==> src/source/vga_config.svh <==
`ifndef VGA_CONFIG_SVH
`define VGA_CONFIG_SVH

// horizontal ticks, one-based
`define VGA_H_SYNC_END      120
`define VGA_H_ACT_START     184
`define VGA_H_ACT_END       984
`define VGA_H_TOTAL         1040

// vertical lines, one-based
`define VGA_V_SYNC_END      6
`define VGA_V_ACT_START     29
`define VGA_V_ACT_END       629
`define VGA_V_TOTAL         666

// two pixels per 64-bit word
`define VGA_ACTIVE_LINES    600
`define VGA_LINE_WORDS      400

`define VGA_BURST_BEATS     16
`define VGA_BURSTS_PER_LINE 25
`define VGA_LINE_BYTES      3200
`define VGA_BURST_BYTES     128

`define VGA_BASE_REG_ADDR   4

`endif
==> src/source/vga_timing_pkg.sv <==
package vga_timing_pkg;

    typedef logic [10:0] hcount_t;
    typedef logic [9:0]  vcount_t;
    typedef logic [8:0]  line_word_t;
    typedef logic [9:0]  line_idx_t;

    // 4 bits per colour
    typedef struct packed {
        logic [3:0] r;
        logic [3:0] g;
        logic [3:0] b;
    } rgb_t;

endpackage

==> src/source/vga_scanout.sv <==
`timescale 1ns/1ps
`include "vga_config.svh"

module vga_scanout (
    input  logic                       clock,
    input  logic                       pixel_tick,
    input  logic                       active,
    input  logic                       line_end,
    input  vga_timing_pkg::hcount_t    h_next,
    input  vga_timing_pkg::vcount_t    v_next,
    input  logic [23:0]                rd_data,
    output logic                       rd_en,
    output logic                       rd_bank,
    output logic                       line_done,
    output vga_timing_pkg::line_word_t rd_word,
    output logic [3:0]                 vga_r,
    output logic [3:0]                 vga_g,
    output logic [3:0]                 vga_b
);
    import vga_timing_pkg::*;

    hcount_t px;
    vcount_t ln;
    logic    next_active;
    logic    half_q;
    rgb_t    pix;

    assign px          = h_next - hcount_t'(`VGA_H_ACT_START + 1);
    assign ln          = v_next - vcount_t'(`VGA_V_ACT_START + 1);
    assign next_active = (h_next > `VGA_H_ACT_START) && (h_next <= `VGA_H_ACT_END) &&
                         (v_next > `VGA_V_ACT_START) && (v_next <= `VGA_V_ACT_END);

    // fetch one tick ahead so data lands as the pixel starts
    assign rd_en   = pixel_tick && next_active;
    assign rd_word = px[9:1];
    assign rd_bank = ln[0];

    always_ff @(posedge clock) begin
        if (rd_en) half_q <= px[0];
    end

    assign pix       = half_q ? rd_data[23:12] : rd_data[11:0];
    assign vga_r     = active ? pix.r : 4'd0;
    assign vga_g     = active ? pix.g : 4'd0;
    assign vga_b     = active ? pix.b : 4'd0;
    assign line_done = line_end;

endmodule

==> config.mk <==
export PLATFORM = sky130hd
export DESIGN_NAME = vga_scanout
export DESIGN_NICKNAME = d
export VERILOG_FILES = /design/src/source/vga_timing_pkg.sv /design/src/source/vga_scanout.sv
export VERILOG_INCLUDE_DIRS = /design/src /design/src/source
export SDC_FILE = /design/constraint.sdc
export NUM_CORES = 1
export LEC_CHECK = 0
export BUFFER_PORTS_ARGS = -buffer_cell sky130_fd_sc_hd__buf_2
export CORE_UTILIZATION = 34
export DETAILED_ROUTE_END_ITERATION = 7
export GPL_TIMING_DRIVEN = 0
export HOLD_SLACK_MARGIN = 0.05
export PLACE_DENSITY = 0.85
export SLEW_MARGIN = 20
export SYNTH_ARGS = -nofsm -noshare
export SYNTH_HDL_FRONTEND = slang
export SYNTH_SLANG_ARGS = --single-unit
==> constraint.sdc <==
create_clock -name clock -period 4.9 [get_ports clock]
set_input_delay 0.49 -clock clock [delete_from_list [all_inputs] [get_ports clock]]
set_output_delay 0.49 -clock clock [all_outputs]
set_load 0.01 [all_outputs]
==> results.cfg <==
[synthesis]
yosys_warnings = 0
yosysSeqAreaShare_pct = 5.19
synth-main-ff-cell = edfxtp_1
ys_seq_elements = 1
postSynthCellCount = 77
synth_compound_area_share_pct = 12.6
synth_top_family_by_area = simple AND/OR/NAND/NOR gates
synthTopCellsByCount = mux2i_1 (12), nor2b_1 (12), buf_4 (11)
synthArstFlopShare_pct = 0
synth_xor_xnor_area_share_pct = 12.1
synth_simple_gate_area_share_pct = 26.6
synth_area_sq_um = 578
synth_top_cell_area_share_pct = 20.8
synthMuxAreaShare_pct = 20.8
ys_top_cells_by_area = mux2i_1 (21%), buf_4 (14%), nor2b_1 (13%), xor2_1 (9.1%), edfxtp_1 (5.2%)
avgSynthCellArea_sq_um = 7.51
synth.distinct_cells = 25
synth_edf_count = 1
synth_top_cell_by_area = mux2i_1
synth-adder-area-share_pct = 4.33
syn_nets = 128

[timing]
hold_viol_final = 0
period_needed_ns = 2.46
rsz0062_at_grt = no
max_slew.worst_pin.slew_ns = 0.444
timing.final.crit_share_pct = 50.2
tns_ns = 0
setup_viol = 0
fmax_mhz = 407
slew_viol_final = 0
slew_headroom_pct = 70.2
holdWs_ns = 0.805

[final_layout]
syn2layout_area_growth_pct = 64.1
largest_register_ffs = 1
reg_top3 = half_q x1
ff_latch_area_sq_um = 30.0
multi_input_area_sq_um = 442
largest-register = half_q
num-nets-final = 200
drive_gt1_share_pct = 57.1
n_antenna_cell = 0
fill_cells = 142

[critical_path]
cp.required_ns = 4.41
crit_path_start_kind = input port
cp_max_fo = 3
end_kind = primary output
crit_arrival_ns = 1.97
criticalPathCategory = input port to primary output

[grt]
track_usage_pct = 15.7
grt.met2_usage_pct = 34.3
antenna_found_initial = 0
grt_use_met1_pct = 15.6
busiest_layer = met2
grt_remaining_overflow = 0
grt_max_degree = 11
met3_usage_pct = 2.55
grt_pass1_wl_microns = 2440
first_global_vias = 660

[hold_path]
worstHoldPathType = input port to register

[floorplanning]
rows = 14
io_pins = 73
fp.dieArea_sq_um = 1870
coreArea_sq_um = 1540
die_w_microns = 43.2
start_util_pct = 37.5
die_y_microns = 43.2

[drt]
dr.pass1.iters = 4
num_vias = 784
drc = 0
drt_iter0_markers = 9
ant_nets = 0
wl_microns = 1630
via_per_inst = 4.81
wire_per_inst_microns = 9.97

[pwr]
p_switching_w = 0.0000387
p_leak_nw = 0.558
p_int_w = 0.0000585
vdd_drop_max_uv = 63.8
p_sw_share_pct = 39.8
power_frac_clock_pct = 0
power_density_nw_per_um2 = 102
p_comb_share_pct = 89.0
seq_power_share_pct = 11.0

[status]
status = completed

[clock_network]
cts-resized-gates = 0
cts_setup_buffers = 0
hold_buffers = 0
clkTransAtPathRegs_ns = 0

[placed_design]
dp_hpwl_microns = 1480
io_buffers = 70
place_congestion = 0.659

[run]
timing.max_cap.violations = 0
area by class of cell:
| type | count | area share (%) |
|---|---|---|
| flip-flops and latches | 1 | 3.17 |
| plain buffers | 13 | 9.63 |
| well taps | 16 | 2.11 |
| repair buffers | 70 | 36.9 |
| multi-input cells | 59 | 46.6 |
| inverters | 4 | 1.58 |
logic make-up after synthesis:
| family | after synthesis |
|---|---|
| AND/OR/NAND/NOR | 26 |
| flip-flops | 1 |
| multiplexers | 12 |
| adder cells (fa/ha/maj) | 2 |
| buffers and inverters | 17 |
| XOR/XNOR | 8 |
| AO/OA/AOI/OAI | 11 |
worst paths after layout:
path | from | end | cells past startpoint
setup / recovery | h_next[0] | rd_en | 8
hold / removal | h_next[0] | half_q | 2
per-layer routing:
| layer | share of wire, % | wire, microns | up-vias |
|---|---|---|---|
| li1 | - | - | 396 |
| met1 | 34 | 557 | 336 |
| met2 | 54 | 871 | 52 |
| met3 | 12 | 197 | 0 |
| met4 | 0 | 0 | 0 |
| met5 | 0 | 0 | - |
stage by stage:
stage,setup WS [ns],area [sq um],utilization (%),total power (W),cells
detailed placement,2.41,948,61.5,0.0000978,163
global route,2.33,948,61.5,0.000105,163
floorplan,2.71,578,-,0.0000579,77
global placement,2.42,948,61.5,0.0000955,163
CTS,2.41,948,61.5,0.0000982,163
finish,2.44,948,61.5,0.0000972,163
power groups by stage:
stage	clock (W)	combinational [W]	sequential (W)
2_1_floorplan	0	0.0000473	0.0000106
3_3_place_gp	0	0.0000848	0.0000106
3_5_place_dp	0	0.0000871	0.0000108
4_1_cts	0	0.0000875	0.0000108
5_1_grt	0	0.0000946	0.0000108
6_report	0	0.0000864	0.0000107
critical path: stages:
cell	delay, ns
buf_2	0.09
inv_1	0.06
ha_1	0.19
or2b_2	0.16
a41oi_1	0.10
or4b_1	0.49
a211oi_2	0.22
buf_2	0.18
layout by cell type, fill, tap and decap left out:
cell type  count
a211oi_2       1
a21boi_0       1
a21oi_1        3
a31oi_1        1
a41oi_1        1
buf_2         71
buf_4         11
clkbuf_1       1
edfxtp_1       1
ha_1           2
inv_1          4
mux2i_1       12
nand2_1        1
nand3_1        3
nand4_1        2
nor2_1         2
nor2b_1       12
nor3_1         3
o21ai_0        3
o21bai_1       1
or2b_2         1
or3_1          1
or4b_1         1
xnor2_1        2
xor2_1         6
No activity file was read; power rests on OpenSTA's default activity.
