==> src/source/vga_config.svh <==
`ifndef VGA_CONFIG_SVH
`define VGA_CONFIG_SVH

// horizontal ticks, one-based
`define VGA_H_SYNC_END      120
`define VGA_H_ACT_START     184
`define VGA_H_ACT_END       984
`define VGA_H_TOTAL         1040

// vertical lines, one-based
`define VGA_V_SYNC_END      6
`define VGA_V_ACT_START     29
`define VGA_V_ACT_END       629
`define VGA_V_TOTAL         666

// two pixels per 64-bit word
`define VGA_ACTIVE_LINES    600
`define VGA_LINE_WORDS      400

`define VGA_BURST_BEATS     16
`define VGA_BURSTS_PER_LINE 25
`define VGA_LINE_BYTES      3200
`define VGA_BURST_BYTES     128

`define VGA_BASE_REG_ADDR   4

`endif
==> src/source/vga_bus_pkg.sv <==
package vga_bus_pkg;

    typedef enum logic [1:0] {
        FIXED,
        INCR,
        WRAP
    } axi_burst_e;

    typedef enum logic [1:0] {
        OKAY,
        EXOKAY,
        SLVERR,
        DECERR
    } axi_resp_e;

    typedef enum logic [1:0] {F_IDLE, F_ADDR, F_DATA} fetch_state_e;
    typedef enum logic [1:0] {W_IDLE, W_DATA, W_RESP} wr_state_e;
    typedef enum logic {R_IDLE, R_DATA} rd_state_e;

endpackage

==> src/source/vga_reg_slave.sv <==
`timescale 1ns/1ps
`include "vga_config.svh"

module vga_reg_slave (
    input  logic                   clock,
    input  logic                   rst,
    input  logic                   awvalid,
    input  logic [31:0]            awaddr,
    input  logic [3:0]             awid,
    output logic                   awready,
    input  logic                   wvalid,
    input  logic [63:0]            wdata,
    input  logic                   wlast,
    output logic                   wready,
    output logic                   bvalid,
    output logic [3:0]             bid,
    output vga_bus_pkg::axi_resp_e bresp,
    input  logic                   bready,
    input  logic                   arvalid,
    input  logic [31:0]            araddr,
    input  logic [3:0]             arid,
    output logic                   arready,
    output logic                   rvalid,
    output logic [63:0]            rdata,
    output logic                   rlast,
    output logic [3:0]             rid,
    output vga_bus_pkg::axi_resp_e rresp,
    input  logic                   rready,
    output logic [31:0]            base
);
    import vga_bus_pkg::*;

    wr_state_e   wr_state;
    rd_state_e   rd_state;
    logic [31:0] waddr_q;
    logic        w_beat;

    assign awready = (wr_state == W_IDLE);
    assign wready  = (wr_state == W_DATA);
    assign bvalid  = (wr_state == W_RESP);
    assign bresp   = OKAY;
    assign w_beat  = wvalid && wready;

    always_ff @(posedge clock) begin
        if (rst) begin
            wr_state <= W_IDLE;
            waddr_q  <= '0;
            bid      <= '0;
            base     <= '0;
        end else begin
            case (wr_state)
                W_IDLE: begin
                    if (awvalid) begin
                        wr_state <= W_DATA;
                        waddr_q  <= awaddr;
                        bid      <= awid;
                    end
                end
                W_DATA: if (w_beat && wlast) wr_state <= W_RESP;
                W_RESP: if (bready) wr_state <= W_IDLE;
                default: wr_state <= W_IDLE;
            endcase
            if (w_beat && waddr_q == `VGA_BASE_REG_ADDR) base <= wdata[63:32];
        end
    end

    // single-beat reads, data captured at the address handshake
    assign arready = (rd_state == R_IDLE);
    assign rvalid  = (rd_state == R_DATA);
    assign rlast   = rvalid;
    assign rresp   = OKAY;

    always_ff @(posedge clock) begin
        if (rst) begin
            rd_state <= R_IDLE;
            rdata    <= '0;
            rid      <= '0;
        end else begin
            case (rd_state)
                R_IDLE: begin
                    if (arvalid) begin
                        rd_state <= R_DATA;
                        rid      <= arid;
                        rdata    <= (araddr == `VGA_BASE_REG_ADDR) ? {base, 32'h0} : '0;
                    end
                end
                R_DATA: if (rready) rd_state <= R_IDLE;
                default: rd_state <= R_IDLE;
            endcase
        end
    end

    assert property (@(posedge clock) disable iff (rst)
        $rose(bvalid) |-> $past(wvalid && wready && wlast));

endmodule

==> config.mk <==
export PLATFORM = sky130hd
export DESIGN_NAME = vga_reg_slave
export DESIGN_NICKNAME = d
export VERILOG_FILES = /design/src/source/vga_bus_pkg.sv /design/src/source/vga_reg_slave.sv
export VERILOG_INCLUDE_DIRS = /design/src /design/src/source
export SDC_FILE = /design/constraint.sdc
export NUM_CORES = 1
export LEC_CHECK = 0
export ABC_AREA = 1
export BUFFER_PORTS_ARGS = -buffer_cell sky130_fd_sc_hd__buf_2
export CAP_MARGIN = 10
export CELL_PAD_IN_SITES_DETAIL_PLACEMENT = 1
export CELL_PAD_IN_SITES_GLOBAL_PLACEMENT = 1
export CORE_AREA = 2 2 135 137
export DETAILED_ROUTE_END_ITERATION = 8
export DIE_AREA = 0 0 137 139
export PLACE_DENSITY_LB_ADDON = 0.1
export SYNTH_ARGS = -nofsm -noshare
export SYNTH_HDL_FRONTEND = slang
export SYNTH_SLANG_ARGS = --single-unit
==> constraint.sdc <==
create_clock -name clock -period 1.4 [get_ports clock]
set_clock_uncertainty 0.15 [all_clocks]
set_input_delay 0.07 -clock clock [delete_from_list [all_inputs] [get_ports clock]]
set_output_delay 0.07 -clock clock [all_outputs]
set_load 0.02 [all_outputs]
==> summary.md <==
| Metric | Value |
|---|---|
| Status | finished with violations |
| Violated checks | negative setup slack |
| Post-Syn Area per Cell | around 7 sq um |
| P_leak | 3.359 nW |
| # diodes | 0 |
| PnR Total Power | slightly above 7 mW |
| Placed Cells | roughly 1100 |
| Routed Antenna Nets | 0 |
| Clock transition at the registers of the reported paths | about 0.07 ns |
| Mapped cell area | 4698 sq um |
| Yosys cell types | 23 |
| CTS tree | built |
| M2 GR Usage | 0.3066 |
| # Max-Cap Violations | 0 |
| Vias per cell | 4.461 |
| Site Rows | approximately 50 |
| Core footprint | roughly 18000 sq um |
| Count leader, synth | nor2_1 |
| Final Util | 0.4026 |
| Worst setup margin | -0.1743 ns |
| Number of global-route vias before repair | about 5300 |
| Post-synth EDFFs | 0 |
| All-layer global routing usage | 0.1672 |
| Final wirelength | 17200 microns |
| # IOs | between 200 and 300 |
| CP max-delay cell | dfxtp_4 |
| Post-layout nets | roughly 1100 |
| Initial detailed-routing violation count | 185 |
| Setup_tns | -4.986 ns |
| Area of the multi-input gates | slightly above 2000 sq um |
| RSZ-0062 raised after global routing | true |
| Die X | between 100 and 150 microns |
| Num CTS Buffers | 9 |
| DR WL/cell | between 10 and 15 microns |
| Max-slew violations | 0 |
| Number of remaining DRC errors | 0 |
| Met1 Usage GRT | 0.1911 |
| DR pass1 iterations | 5 |
| I/O Buffers | 189 |
| Root buffer cell | clkbuf_16 |
| DP HPWL | roughly 11000 microns |
| Area contributors post-synth | dfxtp_1, nor2_1, nand3_1 |
| Largest net degree at the start of global routing | 68 |
| Post-route insts no fill | 1158 |
| Area share of the largest cell type after synthesis | 0.4559 |
| DIE HEIGHT | about 140 microns |
| GRT overflow | 0 |
| Maximum vdd drop | about 510 uV |
| Most frequent cells after synthesis | nor2_1, dfxtp_1, nand3_1 |
| Nature of the critical path startpoint | flip-flop |
| Reg area | roughly 2200 sq um |
| Delay of the slowest cell on the worst path | ~0.37 ns |
| Final setup fails | 44 |
| Hold WC Path Type | input pin to flip-flop |
| H-tree Lvls | 3 |
| Worst Path Required | ~1.5 ns |
| Die Area | approximately 19000 sq um |
| Final Hold Viols | 0 |
| Initial antenna violation count | 0 |
| WP buf/inv | 2 |
| Largest area contributor in the synthesized netlist | dfxtp_1 |
| Critical path's top delay family | simple AND/OR/NAND/NOR gates |
| Global-route wire length before repair | ~25000 microns |
| GRT busiest layer | met2 |
| Peak Freq | 635.2 MHz |
| Syn-to-layout area delta | 51.29% |
| Starting Density | 0.2661 |
| Cell count after synthesis | ~670 |
| Post-layout min period | between 1.5 and 2 ns |
| FFs w/ async S/R, synth | 0 |
| Most used DFF post-synth | dfxtp_1 |
| CP Capture Type | flip-flop |
| Crit-path max FO | 16 |
| M3 GR Usage | 0.02997 |
| P per Cell Area | just over 1000 nW/um^2 |
| GP Congestion | about 0.71 |
| Layout cells sized above 1 | 0.2788 |
| Max Buffers Root-to-Sink | 2 |
| Syn. warnings | 0 |
| Dpl ws | -0.1400 ns |
| WS Path Type | flip-flop to flip-flop |
| # fillers | ~2200 |
| Worst path cell trace | inv_2 -> nand3_1 -> nor2_1 -> nand2_1 -> nor2_4 -> clkbuf_16 -> nand3_1 -> nand2_1 -> nor2_1 |
| Post-synthesis sequential element count | roughly 110 |
| Arr. time, crit path | 1.68 ns |
| Tcrit/Tclk final | 1.124 |
| Skew-Pair Late Insertion Delay | roughly 0.35 ns |
| CTS sink cnt | approximately 110 |
| Seq/Total Area, Yosys | 0.4559 |
| Total number of vias | about 5200 |
-- tightest hold or removal path: stages --
cell and delay (ns):
buf_2 0.11, nand2_4 0.12, buf_4 0.17, a21oi_1 0.06
-- routing by layer --
metal / share of wire / vias to the layer above / routed length (microns)
met4: 0.017 / 0 / 285
met3: 0.056 / 22 / 966
met1: 0.42 / 2416 / 7267
met5: 0 / - / 0
met2: 0.50 / 157 / 8678
li1: - / 2571 / -
-- power by group --
group	internal (mW)	switching, mW
logic	0.600	0.784
registers	3.22	0.104
clock network	1.38	1.18
-- stage by stage --
stage | cell area, sq um | hold slack [ns]
after CTS | 6937 | 0.07528
after floorplan | 4836 | -0.01835
after global routing | 7108 | 0.09385
after detailed placement | 5851 | 0.1483
after global placement | 5851 | 0.1471
final | 7108 | 0.07007
-- final timing paths --
check	startpoint	to	slack, ns	depth (start not counted)
setup / recovery	wr_state[1]	base[2]	-0.17	9
setup reg to reg	wr_state[1]	base[2]	-0.17	9
hold reg to reg	rid[2]	rid[2]	0.34	2
hold / removal	awvalid	wr_state[0]	0.07	4
-- what timing repair did --
action / 4_1_cts / 5_1_grt
hold endpoints to repair: 75 / 0
hold buffers: 78 / 0
pin swaps: 0 / 4
endpoints found under the setup margin: 68 / 71
buffers inserted: 0 / 1
gates cloned: 0 / 5
gates resized for setup: 7 / 31
-- registers in the layout, indices dropped and copies added (netlist names) --
register and count:
base 32, rdata 32, waddr_q 32, bid 4, rid 4, wr_state 2, rlast 1
-- cells by family after synthesis --
group	after synthesis	synth area share
AOI/OAI and AO/OA	112	0.1198
other	1	0.0007982
DFF	107	0.4559
buffers and inverters	124	0.1379
and+or+nand+nor	321	0.2855
-- layout make-up --
cell class	count	area share
sequential	107	0.3035
timing repair buffer	290	0.2971
multi-input combinational	469	0.2922
tap	229	0.04031
clock buffer	9	0.03168
inverter	47	0.02552
clock inverter	7	0.009681
-- placed cells by master, fill, tap and decap left out, types with 3 or more instances in the layout --
cell,netlist,final
inv_1,44,41
buf_4,37,9
clkinv_2,0,3
dfxtp_2,0,6
nor2_2,4,9
nand4_1,4,4
nand3_1,69,69
a21oi_1,39,39
dfxtp_1,107,99
clkbuf_16,0,14
dlygate4sd3_1,0,78
inv_2,3,4
buf_12,0,9
nand2_1,52,50
o21ai_1,16,31
nor2_4,2,4
o21ai_0,56,41
buf_2,17,187
nor2_1,186,179
conb_1,1,36
No activity file was read; power rests on OpenSTA's default activity.
