## src/source/vga_config.svh

```systemverilog
`ifndef VGA_CONFIG_SVH
`define VGA_CONFIG_SVH

// horizontal ticks, one-based
`define VGA_H_SYNC_END      120
`define VGA_H_ACT_START     184
`define VGA_H_ACT_END       984
`define VGA_H_TOTAL         1040

// vertical lines, one-based
`define VGA_V_SYNC_END      6
`define VGA_V_ACT_START     29
`define VGA_V_ACT_END       629
`define VGA_V_TOTAL         666

// two pixels per 64-bit word
`define VGA_ACTIVE_LINES    600
`define VGA_LINE_WORDS      400

`define VGA_BURST_BEATS     16
`define VGA_BURSTS_PER_LINE 25
`define VGA_LINE_BYTES      3200
`define VGA_BURST_BYTES     128

`define VGA_BASE_REG_ADDR   4

`endif
```

## src/source/vga_timing_pkg.sv

```systemverilog
package vga_timing_pkg;

    typedef logic [10:0] hcount_t;
    typedef logic [9:0]  vcount_t;
    typedef logic [8:0]  line_word_t;
    typedef logic [9:0]  line_idx_t;

    // 4 bits per colour
    typedef struct packed {
        logic [3:0] r;
        logic [3:0] g;
        logic [3:0] b;
    } rgb_t;

endpackage

```

## src/source/vga_timing_gen.sv

```systemverilog
`timescale 1ns/1ps
`include "vga_config.svh"

module vga_timing_gen (
    input  logic                    clock,
    input  logic                    rst,
    input  logic                    run,
    output logic                    pixel_tick,
    output logic                    hsync,
    output logic                    vsync,
    output logic                    active,
    output logic                    line_end,
    output vga_timing_pkg::hcount_t h_next,
    output vga_timing_pkg::vcount_t v_next
);
    import vga_timing_pkg::*;

    logic    tick_q;
    hcount_t h_cur;
    vcount_t v_cur;
    logic    v_active;

    // pixel clock enable at half the clock rate
    always_ff @(posedge clock) begin
        if (rst) begin
            tick_q <= 1'b0;
        end else begin
            tick_q <= ~tick_q;
        end
    end

    assign pixel_tick = tick_q;

    // next-position counters, current position trails by one tick
    always_ff @(posedge clock) begin
        if (rst || !run) begin
            h_next <= '0;
            v_next <= '0;
            h_cur  <= '0;
            v_cur  <= '0;
        end else if (pixel_tick) begin
            h_cur <= h_next;
            v_cur <= v_next;
            if (h_next == '0) begin
                h_next <= 11'd1;
                v_next <= 10'd1;
            end else if (h_next == `VGA_H_TOTAL) begin
                h_next <= 11'd1;
                v_next <= (v_next == `VGA_V_TOTAL) ? 10'd1 : v_next + 10'd1;
            end else begin
                h_next <= h_next + 11'd1;
            end
        end
    end

    assign hsync    = (h_cur > `VGA_H_SYNC_END);
    assign vsync    = (v_cur > `VGA_V_SYNC_END);
    assign v_active = (v_cur > `VGA_V_ACT_START) && (v_cur <= `VGA_V_ACT_END);
    assign active   = v_active && (h_cur > `VGA_H_ACT_START) && (h_cur <= `VGA_H_ACT_END);
    assign line_end = pixel_tick && v_active && (h_cur == `VGA_H_ACT_END);

endmodule

```

## config.mk

```make
export PLATFORM = sky130hd
export DESIGN_NAME = vga_timing_gen
export DESIGN_NICKNAME = d
export VERILOG_FILES = /design/src/source/vga_timing_pkg.sv /design/src/source/vga_timing_gen.sv
export VERILOG_INCLUDE_DIRS = /design/src /design/src/source
export SDC_FILE = /design/constraint.sdc
export NUM_CORES = 1
export LEC_CHECK = 0
export ABC_AREA = 1
export BUFFER_PORTS_ARGS = -buffer_cell sky130_fd_sc_hd__buf_2
export CORE_AREA = 10 10 71 73
export CTS_CLUSTER_DIAMETER = 80
export DETAILED_ROUTE_END_ITERATION = 8
export DIE_AREA = 0 0 81 83
export GPL_TIMING_DRIVEN = 0
export PLACE_DENSITY = 0.93
export SLEW_MARGIN = 10
export SYNTH_ARGS = -nofsm -noshare
export SYNTH_HDL_FRONTEND = slang
export SYNTH_SLANG_ARGS = --single-unit
```

## constraint.sdc

```tcl
create_clock -name clock -period 3.9 [get_ports clock]
set_input_delay 0.975 -clock clock [delete_from_list [all_inputs] [get_ports clock]]
set_output_delay 0.975 -clock clock [all_outputs]
set_load 0.005 [all_outputs]
```

==> results of run 1 <==
## cell families after synthesis
| family | after synthesis |
|---|---|
| simple gates | 155 |
| compound gates | 59 |
| buf+inv | 51 |
| flops | 43 |
| xor+xnor | 5 |
| fa+ha+maj | 4 |
## sequential cells by signal, summed over array words and instances (netlist names)
name / count
v_next: 10
v_cur: 10
pixel_tick: 1
h_cur: 11
h_next: 11
## placed cells by master (no fill, tap or decap), drive strengths merged
master  count
nor3b       2
nand3      16
nor3       12
o21ai      24
a211oi      3
buf        35
a21oi      28
nand3b      1
nor2       48
xor2        5
o22ai       1
a31oi       1
nand2      72
dfxtp      43
or2         1
bufinv      2
nand4       3
inv        39
clkinv      2
o21bai      2
ha          4
clkbuf      9
## worst max-delay path: cells and delay by family (launching register included)
family	cells	cell delay, ns
buf+inv	5	0.92
flops	1	0.35
simple gates	1	0.10
## power breakdown
group          switching (mW)  leakage, nW  internal (mW)
clock                   0.153       0.0654          0.256
combinational          0.0499        0.683         0.0220
sequential            0.00552        0.348          0.445
## worst max path at each step
stage | start | end | slack, ns | cells after the start
after floorplan | pixel_tick | line_end | 1.91 | 5
after global placement | pixel_tick | line_end | 1.64 | 6
after detailed placement | pixel_tick | line_end | 1.62 | 6
after CTS | pixel_tick | line_end | 1.28 | 6
after global routing | pixel_tick | line_end | 1.11 | 6
final | pixel_tick | line_end | 1.25 | 6
## metal layers
| metal | GRT usage [%] | share of wire (%) |
|---|---|---|
| met5 | 0 | 0 |
| met3 | 3.88 | 9.7 |
| met1 | 22.3 | 41 |
| met4 | 6.42 | 2.3 |
| met2 | 28.9 | 47 |
## per-stage QoR
| step | area (um^2) | util (%) | std cells | hold WS, ns |
|---|---|---|---|---|
| 2_1_floorplan | 2190 | - | 317 | 0.441 |
| 4_1_cts | 2520 | 69.4 | 401 | 0.467 |
| 3_5_place_dp | 2390 | 65.7 | 393 | 0.455 |
| 5_1_grt | 2520 | 69.4 | 401 | 0.502 |
| 6_report | 2520 | 69.4 | 401 | 0.466 |
| 3_3_place_gp | 2390 | 65.7 | 393 | 0.453 |
## area by class of cell
| type | count | area, um^2 |
|---|---|---|
| Sequential cell | 43 | 861 |
| Clock buffer | 6 | 72.6 |
| Multi-Input combinational cell | 223 | 1120 |
| Tap cell | 48 | 60.1 |
| Clock inverter | 2 | 60.1 |
| Buffer | 10 | 48.8 |
| Fill cell | 311 | 1110 |
| Inverter | 41 | 159 |
| Timing Repair Buffer | 28 | 140 |
==> run metrics, run 1 <==
number of DRC markers in iteration 0=288; post-route setup slack=1.25 ns; Global Route Usage Sum=17.8%; Critical Path, Cell by Cell=buf_2 -> buf_2 -> buf_2 -> nand3_1 -> inv_1 -> buf_2; Hold Crit Start=h_cur[3]; Hold Crit Endpoint=h_cur[3]; worst-path fanout max=10; slew margin rel.=66.5%; dpl ws=1.62 ns; WL final=5850 um; Remaining DRCs=0; Yosys top cell by area=dfxtp_1; slowest cell on the critical path=dfxtp_1; share of the synthesized area in the top cell type=39.3%; CTS Hold Bufs=0; Die Wd=approximately 80 um; largest family of logic cells by synthesized area=simple AND/OR/NAND/NOR gates; Reg2Reg Depth=9; R2R Path End=v_next[4]; Main synth FF type=dfxtp_1; ys async rst share=0%; htree depth=2; syn avg cell area=around 7 um^2; most common cell in the netlist=nand2_1; Syn Nets=324; Final Hold Fails=0; Die ar.=6720 um^2; mapped cell area=2190 um^2; Worst EP required=2.92 ns; Initial Util=60.2%; Final ANT Viol Nets=0; cell leakage power=about 1.1 nW; Area contributors post-synth=dfxtp_1, nand2_1, nor2_1; Arr. time, crit path=around 1.7 ns; total power=0.932 mW; clk buf depth=2; antenna cells=0; post-route clock skew=0.00546 ns; fin. max-slew vios=0; CP startpoint kind=flop; DR WL/cell=14.6 um; TNS Setup=0 ns; final setup vio count=0; mux cell area share after synthesis=0%; Top cell by count, worst path=buf_2; Hold Crit Class=reg2reg; # clock sinks=43; final net count=359; GPL Wtd Cong=roughly 0.94; outcome=complete, no violations; first-pass GRT wire length=9950 um; dpl hpwl=4090 um; f_max=378 MHz; WS Path Type=reg2out; number of global-route vias before repair=about 2.2k; hold path depth=2; Die Y=83 um; Yosys reg bits=between 40 and 50; Resized cells post-CTS=0; yosys warns=0; post-synthesis compound-gate area fraction=15.2%; DR vias=2251; top post-synthesis cells by count=nand2_1, dfxtp_1, nor2_1, inv_1, a21oi_1; crit path capture type=primary output; Distinct cells, synth=33; crit-path max cell delay=0.35 ns; reg-to-reg setup timing slack=2.36 ns; row count=22; period utilisation layout=67.8%; sequential-to-total area share from yosys stat=between 30% and 40%; CTS Buf Count=5; EDFF count, synth=0; antenna violations before repair=0; Reg2Reg Launch Point=h_next[0]; Post-Synth Simple-Gate Area=around a third; PortBufs=28; max cap viols=0; layout cell share with drive strength beyond 1=between 10% and 20%; post-CTS setup buffer count=0; largest net degree at the start of global routing=14; setup repair after global routing missed its margin=false; Post-Synth XOR/XNOR Area=2.00%; Post-Synth Adder-Cell Area=2.29%; global route overflow=0; Worst-Skew Late Latency=around 0.30 ns; Core Box Area=between 3000 and 4000 um^2; via/cell ratio=5.61; area grow syn2layout=15.2%; Slew @ Worst Pin=0.503 ns; Period minus WS final=2.65 ns; CTS tree=built; DRT Pass-1 Iters=5; root buffer cell=clkbuf_8; power per cell area=370 nW/um^2; Worst-path clk slew=0.08 ns; I/O pins=29; Post-Syn Instances=roughly 320; Max VDD drop=233 uV
Power figures use the tool's default switching activity.
==> run 2, diff against run 1 <==
ABC_AREA = 0   (was 1)
CORE_AREA = 10 10 72 74   (was 10 10 71 73)
DIE_AREA = 0 0 82 84   (was 0 0 81 83)
PLACE_DENSITY = 0.88   (was 0.93)
clock period = 2.53 ns   (was 3.9 ns; I/O delays follow)
==> run 2 against run 1 <==
Compared with the run above: utilization shrank 6.9 points; largest cell class unchanged; clock power grew 55%; largest power group unchanged; critical endpoint is now active; non-clock buffer count shrank 1; global-route usage shrank 2.3 points; routed wire length shrank 11%; worst hold slack gained 0.010 ns.
==> run metrics, run 2 <==
outcome=complete, no violations; met2 GRT Util=25.1% (-3.8 points); mapped cell area=2070 um^2 (-5.4%); most common cell in the netlist=dfxtp_1; f_max=407 MHz; max cap viols=0 (unchanged); Final Hold Fails=0 (unchanged); CTS Buf Count=5 (unchanged); top post-synthesis cells by count=dfxtp_1, nor2_1, nand2_1, mux2i_1, nand3_1; DR vias=1869 (-17%); root buffer cell=clkbuf_8; first-pass GRT wire length=8640 um (-13%); via/cell ratio=5.86 (+4.4%); Post-Syn Instances=233 (-26%); power per cell area=572 nW/um^2 (+55%); met3 usage=3.13% (-0.75 points); layout cell share with drive strength beyond 1=17.8% (-0.85 points); clk buf depth=2 (unchanged); Global Route Usage Sum=15.6% (-2.3 points); CTS Hold Bufs=0 (unchanged); PortBufs=28 (unchanged); Hold Crit Class=reg2reg; commonest non-fill, non-tap cells in the layout=dfxtp_1, nor2_1, buf_2; Yosys top cell by area=dfxtp_1; Die ar.=6890 um^2 (+2.5%); I/O pins=29 (unchanged); TNS Setup=0 ns (unchanged); slew margin rel.=47.0% (-19 points); number of global-route vias before repair=1798 (-17%); syn avg cell area=8.88 um^2 (+29%); post-route clock skew=0.00319 ns (-0.00227 ns); ys async rst share=0% (unchanged); post-route setup slack=0.0731 ns (-1.18 ns); Yosys reg bits=43 (unchanged); Distinct cells, synth=39 (+18%); Initial Util=53.7% (-6.6 points); cell leakage power=0.906 nW (-17%); Arr. time, crit path=1.82 ns (+0.15 ns); DRT Pass-1 Iters=4 (-1); Slew @ Worst Pin=0.784 ns (+0.282 ns); placed cells=311 (-21%); GPL Wtd Cong=0.834 (-11%); htree depth=2 (unchanged); DR WL/cell=16.3 um (+12%); most common cell after layout, fill and taps aside=dfxtp_1; Main synth FF type=dfxtp_1; EDFF count, synth=0 (unchanged); GR Layer Usage met1=18.8% (-3.5 points); period utilisation layout=97.1%; setup repair after global routing missed its margin=false; antenna cells=0 (unchanged); Worst-Skew Late Latency=0.30 ns (about the same); Final ANT Viol Nets=0 (unchanged); Syn Nets=240 (-26%); Die Y=84 um (+1.2%); area grow syn2layout=16.4%; FILL cells=326 (+4.8%); WL final=5190 um (-11%); global route overflow=0 (unchanged); Core Box Area=3860 um^2 (+6.1%); final setup vio count=0 (unchanged); Max VDD drop=355 uV (+52%); yosys warns=0 (unchanged); total power=1.38 mW (+48%); final net count=275 (-23%); Final Core Density=62.5% (-6.9 points); largest net degree at the start of global routing=14 (unchanged); register area=861 um^2 (unchanged); WS Path Type=reg2out; number of DRC markers in iteration 0=128 (-56%); biggest regs=h_cur (11), h_next (11); most crowded layer after global routing=met2; share of the synthesized area in the top cell type=41.6% (+2.3 points); # clock sinks=43 (unchanged); Die Wd=82 um (+1.2%); antenna violations before repair=0 (unchanged); dpl ws=0.292 ns (-1.33 ns); fin. max-slew vios=0 (unchanged); CTS tree=built; Remaining DRCs=0 (unchanged); Layout Cells excl Fill=319 (-20%); sequential-to-total area share from yosys stat=41.6% (+2.3 points); Worst EP required=1.90 ns (-1.02 ns); crit path capture type=primary output; dpl hpwl=3730 um (-8.7%); CP startpoint kind=flop; worst-path fanout max=2 (-8); row count=23 (+4.5%); Multi-input gate area=1140 um^2 (+1.5%); Area contributors post-synth=dfxtp_1, mux2i_1, nor2_1; Worst-path clk slew=0.08 ns (about the same); Period minus WS final=2.46 ns
-- run 2: cell types whose count changed in the layout (fill, tap and decap cells not counted), moves of 13 or more --
| cell | before | now |
|---|---|---|
| o21ai_0 | 16 | 3 |
| a21oi_1 | 24 | 6 |
| inv_1 | 37 | 8 |
| nand2_1 | 67 | 25 |
| mux2i_1 | 0 | 21 |
-- run 2: what timing repair did --
action / 4_1_cts / 5_1_grt
resized for setup: 1 / 0
setup buffers: 0 / 0
endpoints found under the setup margin: 1 / 0
-- run 2: through the flow --
stage / cell area [um^2] / hold WS (ns)
global route: 2410 / 0.482
finish: 2410 / 0.476
global placement: 2270 / 0.452
detailed placement: 2270 / 0.454
CTS: 2410 / 0.471
floorplan: 2070 / 0.439
-- run 2: report_power, final --
group	total [mW]	leakage (nW)	switching (mW)	internal [mW]
Sequential	0.683	0.347	0.00411	0.679
Clock	0.634	0.0654	0.239	0.395
Combinational	0.0603	0.494	0.0384	0.0220
Total	1.38	0.906	0.282	1.10
-- run 2: area by class of cell --
| type | count | area share (%) |
|---|---|---|
| Multi-Input combinational cell | 173 | 47.1 |
| Clock buffer | 6 | 3.01 |
| Sequential cell | 43 | 35.7 |
| Timing Repair Buffer | 28 | 5.82 |
| Tap cell | 50 | 2.60 |
| Clock inverter | 2 | 2.49 |
| Buffer | 9 | 1.97 |
| Inverter | 8 | 1.25 |
-- run 2: cell families after synthesis --
group | after synthesis | share of synthesized area, %
fa+ha+maj | 4 | 2.42
mux | 21 | 10.2
flops | 43 | 41.6
xor+xnor | 10 | 4.23
buf+inv | 17 | 3.75
simple gates | 112 | 29.1
compound gates | 26 | 8.77
-- run 2: layer usage --
layer	up-vias	part of all wire (%)
met5	-	0
met3	13	4.8
li1	902	-
met4	0	2.5
met2	56	49
met1	898	44
-- run 2: worst paths after layout --
check / cells after the start / end / slack, ns / startpoint
max: 4 / active / 0.07 / h_cur[0]
min: 2 / h_cur[0] / 0.48 / h_cur[0]
max reg2reg: 6 / v_next[2] / 0.64 / h_next[1]
min reg2reg: 2 / h_cur[0] / 0.48 / h_cur[0]
-- run 2: worst max-delay path, cell delays in order, from the launching register on --
cell and delay (ns):
dfxtp_1 0.32, or3_4 0.39, or4_4 0.43, a221oi_2 0.24, buf_2 0.15
==> run 3, diff against run 2 <==
CTS_CLUSTER_DIAMETER = 40   (was 80)
SETUP_SLACK_MARGIN = 0.5   (was not set)
==> run 3 against run 2 <==
Compared with the run above: worst setup slack better by 0.041 ns; routed wire length is 4.2% lower; count of clock-buffer cells in the layout is 2 higher; via count decreased by 2.2%; power is 12% lower; sequential share of layout area grew 0.49 points; clock skew rose by 0.0045 ns; worst hold slack gained 0.0026 ns.
==> run metrics, run 3 (same netlist as run 2, synthesis figures left out) <==
outcome=complete, no violations; DRT Pass-1 Iters=4 (unchanged); DR WL/cell=15.6 um (-4.2%); Slew @ Worst Pin=0.783 ns (-0.00104 ns); via/cell ratio=5.73 (-2.2%); Final Hold Fails=0 (unchanged); CTS Hold Bufs=0 (unchanged); WS Path Type=reg2out; I/O pins=29 (unchanged); Worst-path clk slew=0.08 ns (about the same); Core Box Area=3860 um^2 (unchanged); TNS Setup=0 ns (unchanged); crit path capture type=primary output; Worst EP required=1.90 ns (about the same); Die ar.=6890 um^2 (unchanged); Hold Crit Class=reg2reg; max cap viols=0 (unchanged); antenna cells=0 (unchanged); hold path depth=2 (unchanged); Critical Path, Cell by Cell=or3_4 -> or4_4 -> a221oi_2 -> buf_2; Reg2Reg Depth=6 (unchanged); WL final=4970 um (-4.2%); root buffer cell=clkbuf_8; GPL Wtd Cong=0.812 (-2.7%); placed cells=311 (unchanged); layout cell share with drive strength beyond 1=17.8% (unchanged); commonest non-fill, non-tap cells in the layout=dfxtp_1, nor2_1, buf_2; area grow syn2layout=14.9%; final net count=275 (unchanged); number of DRC markers in iteration 0=146 (+14%); PortBufs=28 (unchanged); total power=1.22 mW (-12%); CP bufs+invs=1 (unchanged); WP depth=4 (unchanged); Die Wd=82 um (unchanged); Worst-Skew Late Latency=0.29 ns (about the same); largest net degree at the start of global routing=13 (-1); DP Area=2270 um^2 (unchanged); fin. max-slew vios=0 (unchanged); most common cell after layout, fill and taps aside=dfxtp_1; crit-path max cell delay=0.43 ns (about the same); cell leakage power=0.892 nW (-1.5%); slew margin rel.=47.1% (+0.070 points); Arr. time, crit path=1.78 ns (-0.04 ns); row count=23 (unchanged); DR vias=1828 (-2.2%); Remaining DRCs=0 (unchanged); CP startpoint kind=flop; family with the most delay on the worst path=simple AND/OR/NAND/NOR gates; clk buf depth=2 (unchanged); slowest cell on the critical path=or4_4; Period minus WS final=2.42 ns (-0.0415 ns); Final ANT Viol Nets=0 (unchanged); Max VDD drop=405 uV (+14%); Die Y=84 um (unchanged); # clock sinks=43 (unchanged); final setup vio count=0 (unchanged); worst-path fanout max=2 (unchanged); number of global-route vias before repair=1747 (-2.8%); Global Route Usage Sum=14.8% (-0.77 points); first-pass GRT wire length=8220 um (-4.8%); post-route clock skew=0.00773 ns (+0.00454 ns); Layout Cells excl Fill=319 (unchanged); global route overflow=0 (unchanged); setup repair after global routing missed its margin=true; CTS tree=built; htree depth=2 (unchanged); Initial Util=53.7% (unchanged); final instance area=2380 um^2 (-1.3%); biggest regs=h_cur (11), h_next (11); dpl hpwl=3640 um (-2.4%); f_max=414 MHz (+1.7%); antenna violations before repair=0 (unchanged); period utilisation layout=95.5% (-1.6 points); CTS Buf Count=5 (unchanged); post-CTS setup buffer count=0 (unchanged); Min Hold Slack=0.479 ns (+0.00263 ns); power per cell area=513 nW/um^2 (-10%)
==> run 3: layout make-up <==
type	count	area, um^2
Clock buffer	8	100
Buffer	9	47.5
Sequential cell	43	861
Tap cell	50	62.6
Inverter	8	30.0
Fill cell	326	1480
Multi-Input combinational cell	173	1140
Timing Repair Buffer	28	140
==> run 3: stage by stage <==
step           utilization (%)  setup WS (ns)
2_1_floorplan                -          0.585
3_3_place_gp              58.9          0.430
3_5_place_dp              58.9          0.427
4_1_cts                   61.5          0.104
5_1_grt                   61.6         0.0601
6_report                  61.6          0.115
==> run 3: worst paths after layout <==
check	from	end	slack [ns]
max	h_cur[0]	active	0.11
min	h_cur[0]	h_cur[0]	0.48
min reg2reg	h_cur[0]	h_cur[0]	0.48
max reg2reg	h_next[1]	v_next[2]	0.66
==> run 3: repair_timing <==
action	CTS	global route
setup endpoints to repair	3	3
pin swaps	1	0
gates resized for setup	0	1
==> run 3: tightest hold or removal path: cells and delay by family, from the launching register on <==
kind / cells / cell delay [ns]
AOI/OAI and AO/OA: 1 / 0.05
DFF: 1 / 0.32
and+or+nand+nor: 1 / 0.06
==> run 3: report_power, final <==
group | leakage, nW | switching (mW) | internal, mW
logic | 0.494 | 0.0379 | 0.0217
registers | 0.347 | 0.00398 | 0.679
clock network | 0.0515 | 0.227 | 0.249
total | 0.892 | 0.268 | 0.950
==> run 3: routing by layer <==
layer	global-route usage [%]	up-vias	routed length (um)
met1	18.1	880	2180
met2	24.4	45	2490
met3	3.23	7	234
li1	-	896	-
met5	0	-	0
met4	5.11	0	62
