==> src/source/vga_config.svh <==
`ifndef VGA_CONFIG_SVH
`define VGA_CONFIG_SVH

// horizontal ticks, one-based
`define VGA_H_SYNC_END      120
`define VGA_H_ACT_START     184
`define VGA_H_ACT_END       984
`define VGA_H_TOTAL         1040

// vertical lines, one-based
`define VGA_V_SYNC_END      6
`define VGA_V_ACT_START     29
`define VGA_V_ACT_END       629
`define VGA_V_TOTAL         666

// two pixels per 64-bit word
`define VGA_ACTIVE_LINES    600
`define VGA_LINE_WORDS      400

`define VGA_BURST_BEATS     16
`define VGA_BURSTS_PER_LINE 25
`define VGA_LINE_BYTES      3200
`define VGA_BURST_BYTES     128

`define VGA_BASE_REG_ADDR   4

`endif
==> src/source/vga_bus_pkg.sv <==
package vga_bus_pkg;

    typedef enum logic [1:0] {
        FIXED,
        INCR,
        WRAP
    } axi_burst_e;

    typedef enum logic [1:0] {
        OKAY,
        EXOKAY,
        SLVERR,
        DECERR
    } axi_resp_e;

    typedef enum logic [1:0] {F_IDLE, F_ADDR, F_DATA} fetch_state_e;
    typedef enum logic [1:0] {W_IDLE, W_DATA, W_RESP} wr_state_e;
    typedef enum logic {R_IDLE, R_DATA} rd_state_e;

endpackage

==> src/source/vga_timing_pkg.sv <==
package vga_timing_pkg;

    typedef logic [10:0] hcount_t;
    typedef logic [9:0]  vcount_t;
    typedef logic [8:0]  line_word_t;
    typedef logic [9:0]  line_idx_t;

    // 4 bits per colour
    typedef struct packed {
        logic [3:0] r;
        logic [3:0] g;
        logic [3:0] b;
    } rgb_t;

endpackage

==> src/source/vga_line_fetch.sv <==
`timescale 1ns/1ps
`include "vga_config.svh"

module vga_line_fetch (
    input  logic                       clock,
    input  logic                       rst,
    input  logic [31:0]                base,
    input  logic                       line_done,
    output logic                       run,
    input  logic                       arready,
    output logic                       arvalid,
    output logic [31:0]                araddr,
    output logic [7:0]                 arlen,
    output logic [2:0]                 arsize,
    output vga_bus_pkg::axi_burst_e    arburst,
    input  logic                       rvalid,
    input  logic                       rlast,
    input  logic [63:0]                rdata,
    input  vga_bus_pkg::axi_resp_e     rresp,
    output logic                       rready,
    output logic                       wr_en,
    output logic                       wr_bank,
    output vga_timing_pkg::line_word_t wr_word,
    output logic [23:0]                wr_data,
    output logic [1:0]                 ready_lines
);
    import vga_bus_pkg::*;
    import vga_timing_pkg::*;

    fetch_state_e state;
    line_idx_t    line_q;
    logic [4:0]   burst_q;
    line_word_t   word_q;
    logic         enabled;
    logic         beat;
    logic         line_last;

    assign enabled   = (base != '0);
    assign beat      = rvalid && rready;
    assign line_last = beat && rlast && (burst_q == `VGA_BURSTS_PER_LINE - 1);

    assign arvalid = (state == F_ADDR);
    assign rready  = (state == F_DATA);
    assign araddr  = base + 32'(line_q) * `VGA_LINE_BYTES + 32'(burst_q) * `VGA_BURST_BYTES;
    assign arlen   = 8'(`VGA_BURST_BEATS - 1);
    assign arsize  = 3'd3;
    assign arburst = INCR;

    // error beats keep their slot but are not written
    assign wr_en   = beat && (rresp == OKAY || rresp == EXOKAY);
    assign wr_bank = line_q[0];
    assign wr_word = word_q;
    assign wr_data = {rdata[55:52], rdata[47:44], rdata[39:36],
                      rdata[23:20], rdata[15:12], rdata[7:4]};

    always_ff @(posedge clock) begin
        if (rst) begin
            state       <= F_IDLE;
            line_q      <= '0;
            burst_q     <= '0;
            word_q      <= '0;
            ready_lines <= '0;
            run         <= 1'b0;
        end else begin
            case (state)
                F_IDLE: if (enabled && ready_lines < 2'd2) state <= F_ADDR;
                F_ADDR: if (arready) state <= F_DATA;
                F_DATA: begin
                    if (beat && rlast) state <= line_last ? F_IDLE : F_ADDR;
                end
                default: state <= F_IDLE;
            endcase
            if (beat) begin
                word_q <= line_last ? '0 : word_q + 9'd1;
                if (rlast) burst_q <= line_last ? '0 : burst_q + 5'd1;
            end
            if (line_last) begin
                line_q <= (line_q == `VGA_ACTIVE_LINES - 1) ? '0 : line_q + 10'd1;
            end
            ready_lines <= ready_lines + {1'b0, line_last} - {1'b0, line_done};
            // raster starts once both banks hold a line
            if (enabled && ready_lines == 2'd2) run <= 1'b1;
        end
    end

    assert property (@(posedge clock) disable iff (rst) ready_lines != 2'd3);

endmodule

==> config.mk <==
export PLATFORM = sky130hd
export DESIGN_NAME = vga_line_fetch
export DESIGN_NICKNAME = d
export VERILOG_FILES = /design/src/source/vga_bus_pkg.sv /design/src/source/vga_timing_pkg.sv /design/src/source/vga_line_fetch.sv
export VERILOG_INCLUDE_DIRS = /design/src /design/src/source
export SDC_FILE = /design/constraint.sdc
export NUM_CORES = 1
export LEC_CHECK = 0
export ABC_AREA = 0
export BUFFER_PORTS_ARGS = -buffer_cell sky130_fd_sc_hd__buf_2
export CORE_ASPECT_RATIO = 1.25
export CORE_UTILIZATION = 35
export DETAILED_ROUTE_END_ITERATION = 6
export PLACE_DENSITY = 0.72
export SLEW_MARGIN = 30
export SYNTH_ARGS = -nofsm -noshare
export SYNTH_HDL_FRONTEND = slang
export SYNTH_SLANG_ARGS = --single-unit
==> constraint.sdc <==
create_clock -name clock -period 13.6 [get_ports clock]
set_input_delay 0 -clock clock [delete_from_list [all_inputs] [get_ports clock]]
set_output_delay 0 -clock clock [all_outputs]
set_load 0.01 [all_outputs]
==> results of run 1 <==
layout make-up:
type	instances	area (um2)
Sequential cell	29	581
Multi-Input combinational cell	382	2980
Timing Repair Buffer	87	440
Tap cell	135	169
Clock inverter	3	17.5
Inverter	43	161
Clock buffer	5	125
Fill cell	1157	6710
repair_timing:
action / in CTS / in global routing
endpoints found under the hold margin: 1 / 0
hold buffers: 1 / 0
setup buffers: 0 / 0
worst max-delay path: stages, from the launching register on:
cell      delay [ns]
dfxtp_1         0.42
inv_1           0.10
ha_1            0.30
inv_1           0.05
ha_1            0.31
fa_1            0.46
ha_1            0.36
a21oi_1         0.20
o31ai_1         0.12
or4b_1          0.50
and3_1          0.17
a211oi_1        0.18
ha_1            0.28
ha_1            0.40
and2_2          0.28
a41oi_1         0.56
a21boi_1        0.18
xor2_1          0.17
buf_2           0.14
state kept, by name (all words and copies together), names as in the netlist:
name,flops
burst_q,5
line_q,10
ready_lines,2
run,1
state,2
wr_word,9
kinds of logic after synthesis:
| kind of cell | count (synthesis) | share of synthesized area, % |
|---|---|---|
| flops | 29 | 14.3 |
| compound gates | 86 | 15.1 |
| mux | 3 | 0.799 |
| buf+inv | 96 | 13.4 |
| other cells | 2 | 0.185 |
| xor+xnor | 44 | 9.47 |
| simple gates | 156 | 20.1 |
| fa+ha+maj | 80 | 26.6 |
synthesized netlist by cell type, types with 2 or more instances:
master,n
or4_1,2
a22oi_1,2
a21boi_0,2
nand2b_1,4
mux2_2,2
a31oi_1,6
xnor2_1,21
o211ai_1,2
nand3_1,10
and4_1,2
fa_1,11
nor2_1,44
and3_1,5
xor2_1,23
buf_6,2
buf_2,2
ha_1,69
o21a_1,3
a21oi_1,24
o311ai_0,2
nand3b_1,2
nor3_1,7
o31ai_1,2
or2_2,2
and2_1,3
a21o_1,7
buf_4,45
inv_1,43
nand4_1,14
clkbuf_1,4
o21ai_0,10
nor2b_1,9
nand2_1,30
a211oi_1,5
nand4b_1,2
a311oi_1,2
dfxtp_1,29
conb_1,2
nor4_1,8
nor3b_1,2
a211o_1,3
power by group through the flow:
stage | logic (uW) | registers [uW] | clock network (uW)
floorplan | 40.3 | 91.8 | 0
CTS | 49.4 | 90.0 | 107
global placement | 47.9 | 91.5 | 0
detailed placement | 48.9 | 91.7 | 0
finish | 49.0 | 90.0 | 104
global route | 54.7 | 90.4 | 111
per-stage QoR:
| stage | cells | hold slack, ns |
|---|---|---|
| floorplan | 507 | 0.0475 |
| global placement | 675 | 0.0000686 |
| detailed placement | 675 | 0.0000686 |
| CTS | 684 | 0.0000686 |
| global route | 684 | 0.0000171 |
| finish | 684 | 0.00000394 |
worst min-delay path by stage:
stage / start / to / slack [ns] / depth (start not counted)
after floorplan: rresp[1] / wr_en / 0.05 / 1
after global placement: rdata[7] / wr_data[3] / 0.00007 / 0
after detailed placement: rdata[7] / wr_data[3] / 0.00007 / 0
after CTS: rdata[7] / wr_data[3] / 0.00007 / 0
after global routing: rdata[45] / wr_data[17] / 0.00002 / 0
final: rdata[21] / wr_data[9] / 0.000004 / 0
layer usage:
metal  global-route usage [%]  up-vias  part of all wire (%)
li1                         -     1793                     -
met1                     16.6     1655                    41
met2                     30.5      107                    52
met3                     2.11       14                   5.3
met4                     4.66        0                   1.7
met5                        0        -                     0
==> results.toml, run 1 <==
[clocking]
cts-root-buf = "clkbuf_16"
clk_latency_ns = 0.27
cts_made_buffers = 5
cts.sinks = 29
cts_resized = 0
h-tree-depth = 2
cts_tree = "yes"
clock_path_buffers = 2
cts.reportedPaths.clkPinSlew_ns = 0.05

[setup_path]
cp-end-kind = "output port"
endpoint = "araddr[27]"
crit_fanout = 8
cp.required_ns = 13.60
setup.worst_path.start = "line_q[3]$_SDFFE_PP0P_"
timing.rr.end = "ready_lines[1]$_SDFF_PP0_"
critPathLaunchType = "flop"
r2r-start = "burst_q[0]$_SDFFE_PP0P_"
regToRegSetupSlack_ns = 11.02
r2r_cells = 11
worstSetupPathType = "reg -> out"
arrival_ns = 5.47

[final_layout]
fin_nets = 732
layout-drive-gt1-share_pct = 20.6
utilization_pct = 40.0
layout_commonest_cell = "buf_2"
syn2layout_area_growth_pct = 10.0
design_area_mm2 = 0.00448
n_antenna_cell = 0
final_cell_mix = "buf_2, ha_1, nor2_1"

[global_routing]
track_usage_pct = 15.3
grt_pass1_wl_um = 15300
grt_max_degree = 13
grt_overflow_total = 0
grt_pass1_vias = 3498
antenna_found_initial = 0

[sta]
tightest_slew_ns = 0.848
relSlewSlack_pct = 43.2
grt_setup_unrepaired = "false"
finalSetupViolCount = 0
finalCritPeriodShare_pct = 40.2
hold_viol_final = 0
slew_viol_final = 0
tns_ns = 0
postLayoutSetupSlackWorst_ns = 8.13
fin_crit_ns = 5.47
fmax_mhz = 183
skew_ns = 0.00649

[power_and_ir_drop]
p_int_uw = 176
cellPowerDensity_mw_per_mm2 = 54.3
peakVddDrop_v = 0.0000574
p_leak_uw = 0.00235
swShare_pct = 27.8
p_switching_uw = 67.7
power_frac_comb_pct = 20.2
report.power.total_uw = 243
power.share.sequential_pct = 37.0
p_clk_share_pct = 42.9

[synthesis]
ys_top_cells_by_area = "ha_1, dfxtp_1, buf_4, fa_1, xor2_1"
synth_edf_count = 0
yosysWarnings = 0
netlist_instances = 496
ys.flop_type = "dfxtp_1"
async_flop_share_pct = 0
synth.top_cell.area_share_pct = 21.2
yosys.area.top_type = "ha_1"
yosysSeqAreaShare_pct = 14.3
syn_area_per_cell_um2 = 8.20
synth_area_mm2 = 0.00407
ys_types = 68
ys_seq_elements = 29

[hold_path]
worst_hold_path_type = "in -> out"

[route]
avgViaCountPerCell = 5.22
final_antenna_net_count = 0
drc = 16
drt_first_pass_iters = 7
route.detailed.wl_per_inst_um = 13.5
via_count = 3569
wl_um = 9260
drt_iter0_drc = 142

[die]
rows = 43
start_util_pct = 36.4
fp.dieH_um = 123
core_area_mm2 = 0.0112
ios = 189
die_area_mm2 = 0.0121
die_w_um = 98.4

[job]
max-cap-violations = 0

[placed_design]
dp_hpwl_um = 7950
placed_cell_area_mm2 = 0.00432
routabilityCongestion = 0.863
pre_cts_ws_ns = 8.41
portBuffers = 86

[run_status]
outcome = "complete, but fails checks"
violations = "design-rule violations"
No activity file was read; power rests on OpenSTA's default activity.
==> inputs of run 2 (changes only) <==
==> constraint.sdc (replaced) <==
create_clock -name clock -period 5.7 [get_ports clock]
set_input_delay 0 -clock clock [delete_from_list [all_inputs] [get_ports clock]]
set_output_delay 0 -clock clock [all_outputs]
set_load 0.01 [all_outputs]
==> results.toml, run 2 (synthesized netlist as in run 1, its figures left out) <==
[sta]
finalSetupViolCount = 0
slew_viol_final = 0
postLayoutSetupSlackWorst_ns = 0.218
tightest_slew_ns = 0.814
finalCritPeriodShare_pct = 96.2
skew_ns = 0.00532
fin_crit_ns = 5.48
grt_setup_unrepaired = "true"
whs_ns = 0.00000390
hold_viol_final = 0
fmax_mhz = 182
relSlewSlack_pct = 45.5

[die]
core_area_mm2 = 0.0112
die_w_um = 98.4
ios = 189
rows = 43
start_util_pct = 36.4
fp.dieH_um = 123
die_area_mm2 = 0.0121

[global_routing]
antenna_found_initial = 0
grt_pass1_wl_um = 15500
grt_overflow_total = 0
track_usage_pct = 15.6
grt_max_degree = 13
grt_pass1_vias = 3567

[clocking]
cts-root-buf = "clkbuf_16"
clk_latency_ns = 0.27
h-tree-depth = 2
clock_path_buffers = 2
cts.reportedPaths.clkPinSlew_ns = 0.05
cts.sinks = 29
cts_tree = "yes"
cts_made_buffers = 5
post_cts_buffers = 0

[placed_design]
routabilityCongestion = 0.872
pre_cts_ws_ns = 0.443
portBuffers = 86
dp_hpwl_um = 7990
placed_cell_area_mm2 = 0.00433

[setup_path]
slowest_delay_ns = 0.58
cpMostUsedCell = "ha_1"
cp-end-kind = "output port"
crit_fanout = 8
cp.required_ns = 5.70
setup.worst_path.start = "line_q[3]$_SDFFE_PP0P_"
arrival_ns = 5.48
cp.buffers_inverters = 3
critical-path-top-delay-family = "adder cells"
critPathLaunchType = "flop"
slowest_stage = "a41oi_1"
r2r-start = "burst_q[0]$_SDFFE_PP0P_"
path_cells = "inv_1 -> ha_1 -> inv_1 -> ha_1 -> fa_1 -> ha_1 -> a21oi_1 -> o31ai_1 -> or4b_1 -> and3_1 -> a211oi_1 -> ha_1 -> ha_2 -> and2_2 -> a41oi_1 -> a21oi_1 -> xor2_1 -> buf_2"
worstSetupPathType = "reg -> out"

[route]
drt_iter0_drc = 166
avgViaCountPerCell = 5.22
wl_um = 9410
drt_first_pass_iters = 7
route.detailed.wl_per_inst_um = 13.7
drc = 15
via_count = 3575
final_antenna_net_count = 0

[final_layout]
largest_register_ffs = 10
design_area_mm2 = 0.00449
final_cell_mix = "buf_2, ha_1, nor2_1"
fill_cells = 1158
n_antenna_cell = 0
layout-drive-gt1-share_pct = 21.1
syn2layout_area_growth_pct = 10.4
fin_nets = 733
regMostFlops = "line_q"
utilization_pct = 40.1
layout_commonest_cell = "buf_2"

[hold_path]
worst_hold_path_type = "in -> out"
min_from = "rdata[45]"

[power_and_ir_drop]
cellPowerDensity_mw_per_mm2 = 129
p_leak_uw = 0.00236
peakVddDrop_v = 0.000126
report.power.total_uw = 577

[job]
max-cap-violations = 0

[run_status]
violations = "design-rule violations"
outcome = "complete, but fails checks"
[run 2: final timing paths]
check | to | slack, ns | cells after the start
max | araddr[25] | 0.22 | 18
min | wr_data[17] | 0.000004 | 0
max reg2reg | ready_lines[1]$_SDFF_PP0_ | 3.14 | 11
min reg2reg | run$_SDFFE_PP0P_ | 0.45 | 2
[run 2: routing by layer]
layer  vias to the layer above  track usage (%)  routed length (um)
met3                        15             1.54                 395
li1                       1795                -                   -
met2                       100             31.7                5010
met1                      1665             16.5                3810
met5                         -                0                   0
met4                         0             5.22                 194
[run 2: final cells by class]
cell class / instances / area, um2 / area share [%]
flip-flops and latches: 29 / 581 / 12.9
well taps: 135 / 169 / 3.76
repair buffers: 88 / 448 / 9.97
inverters: 43 / 161 / 3.59
multi-input cells: 382 / 2990 / 66.6
clock buffers: 5 / 125 / 2.79
clock inverters: 3 / 17.5 / 0.390
[run 2: repair_timing]
item,CTS,global route
hold buffers,1,0
setup endpoints to repair,0,7
gates resized for setup,0,3
endpoints found under the hold margin,1,0
[run 2: metrics by stage]
step / setup TNS (ns) / instances
finish: 0 / 685
CTS: 0 / 685
global placement: 0 / 676
floorplan: 0 / 507
detailed placement: 0 / 676
global route: -0.00495 / 685
[run 2: report_power, final]
part	internal (uW)	switching, uW	leakage [uW]
Clock	159	86.1	0.0000696
Combinational	50.8	66.7	0.00205
Sequential	209	5.78	0.000235
Total	419	159	0.00236
==> inputs of run 3 (changes only) <==
--- a/config.mk
+++ b/config.mk
@@ -10,8 +10,10 @@
 export BUFFER_PORTS_ARGS = -buffer_cell sky130_fd_sc_hd__buf_2
 export CORE_ASPECT_RATIO = 1.25
 export CORE_UTILIZATION = 35
+export CTS_BUF_LIST = sky130_fd_sc_hd__clkbuf_2
 export DETAILED_ROUTE_END_ITERATION = 6
 export PLACE_DENSITY = 0.72
+export REMOVE_ABC_BUFFERS = 1
 export SLEW_MARGIN = 30
 export SYNTH_ARGS = -nofsm -noshare
 export SYNTH_HDL_FRONTEND = slang
==> results.toml, run 3 (synthesized netlist as in run 1, its figures left out) <==
[run_status]
outcome = "complete, but fails checks"
violations = "design-rule violations"

[route]
wl_um = 10800
met3_length_um = 1360
avgViaCountPerCell = 5.22
final_antenna_net_count = 0
via_count = 3594
wl_met2_um = 5180
met1Wirelength_um = 4090
drt_first_pass_iters = 7
topRoutingLayerUsed = "met4"
drt_iter0_drc = 144
drc = 15
route.detailed.wl_per_inst_um = 15.8

[sta]
hold_viol_final = 0
fin_crit_ns = 5.46
skew_ns = 0.00661
grt_setup_unrepaired = "false"
finalCritPeriodShare_pct = 95.8
tightest_slew_ns = 0.811
fmax_mhz = 183
tns_ns = 0
relSlewSlack_pct = 45.7
slew_viol_final = 0
finalSetupViolCount = 0

[power_and_ir_drop]
p_clk_share_pct = 22.8
power_frac_comb_pct = 27.7
cellPowerDensity_mw_per_mm2 = 97.8
peakVddDrop_v = 0.0000743
p_leak_uw = 0.00233
p_int_uw = 287
power.share.sequential_pct = 49.5
swShare_pct = 33.5
p_switching_uw = 145

[die]
die_w_um = 98.4
start_util_pct = 36.4
fp.dieH_um = 123
ios = 189
core_area_mm2 = 0.0112
rows = 43
die_area_mm2 = 0.0121

[setup_path]
setup.worst_path.start = "line_q[3]$_SDFFE_PP0P_"
crit_fanout = 8
r2r-start = "burst_q[0]$_SDFFE_PP0P_"
critical-path-top-delay-family = "adder cells"
cp.required_ns = 5.70
critPathLaunchType = "flop"
cp.buffers_inverters = 3
worstSetupPathType = "reg -> out"
cp-end-kind = "output port"
arrival_ns = 5.46
cpMostUsedCell = "ha_1"
path_cells = "inv_1 -> ha_1 -> inv_1 -> ha_1 -> fa_1 -> ha_1 -> a21oi_2 -> o31ai_1 -> or4b_1 -> and3_1 -> a211oi_2 -> ha_1 -> ha_2 -> and2_2 -> nand3_4 -> a211o_4 -> and2_4 -> o311ai_2 -> buf_2"
slowest_delay_ns = 0.50
slowest_stage = "or4b_1"

[global_routing]
grt_max_degree = 13
track_usage_pct = 17.5
grt_overflow_total = 0
antenna_found_initial = 1
grt_pass1_vias = 3425
grt_pass1_wl_um = 16800

[clocking]
clock_path_buffers = 2
h-tree-depth = 2
cts_tree = "yes"
cts_made_buffers = 5
cts.sinks = 29
cts-root-buf = "clkbuf_2"
clk_latency_ns = 0.34
post_cts_buffers = 0
cts.reportedPaths.clkPinSlew_ns = 0.15

[final_layout]
layout_commonest_cell = "buf_2"
fin_nets = 735
layout-drive-gt1-share_pct = 21.6
regMostFlops = "line_q"
utilization_pct = 39.5
final_cell_mix = "buf_2, ha_1, nor2_1"
largest_register_ffs = 10
syn2layout_area_growth_pct = 8.61

[hold_path]
min_from = "rdata[6]"
worst_hold_path_type = "in -> out"

[placed_design]
portBuffers = 86
dp_hpwl_um = 9230
routabilityCongestion = 0.871

[job]
max-cap-violations = 0
[run 3: changes by cell type in the layout (fill, tap and decap cells not counted), sizes merged]
cell         before  now
dlygate4sd3       1    3
clkinvlp          1    0
diode             0    1
clkinv            2    3
[run 3: worst paths after layout]
kind,endpoint,slack [ns],cells after the start
worst max-delay path,araddr[28],0.24,19
worst min-delay path,wr_data[2],0.00007,0
worst max register to register,ready_lines[1]$_SDFF_PP0_,3.12,11
worst min register to register,run$_SDFFE_PP0P_,0.46,2
[run 3: cell type report]
| type | count | area [um2] |
|---|---|---|
| Clock inverter | 3 | 12.5 |
| Inverter | 43 | 161 |
| Clock buffer | 5 | 25.0 |
| Multi-Input combinational cell | 382 | 3000 |
| Antenna cell | 1 | 2.50 |
| Fill cell | 1149 | 6770 |
| Sequential cell | 29 | 584 |
| Tap cell | 135 | 169 |
| Timing Repair Buffer | 90 | 468 |
[run 3: metrics by stage]
step           hold slack, ns  power [uW]  worst slack (ns)  instance area, um2  cells
6_report            0.0000668         432             0.241                4420    688
5_1_grt             0.0000611         457            0.0130                4420    688
2_1_floorplan               0         283              1.06                3720    454
3_3_place_gp         0.000206         332             0.455                4330    676
3_5_place_dp         0.000206         335             0.348                4330    676
4_1_cts              0.000206         431            0.0943                4410    687
[run 3: power by group through the flow]
stage	logic (uW)	clock network, uW	registers [uW]
2_1_floorplan	63.5	0	219
5_1_grt	132	110	215
3_3_place_gp	114	0	218
6_report	120	98.5	214
4_1_cts	120	97.6	214
3_5_place_dp	117	0	218
[run 3: timing repair]
item,in CTS,in global routing
cloned,0,0
endpoints found under the setup margin,4,10
hold buffers,3,0
resized for setup,2,6
endpoints found under the hold margin,9,0
[run 3: layer usage]
layer  track usage (%)  vias up
li1                  -     1793
met1              18.3     1681
met2              30.5      106
met3              9.85       14
met4              4.57        0
met5                 0        -
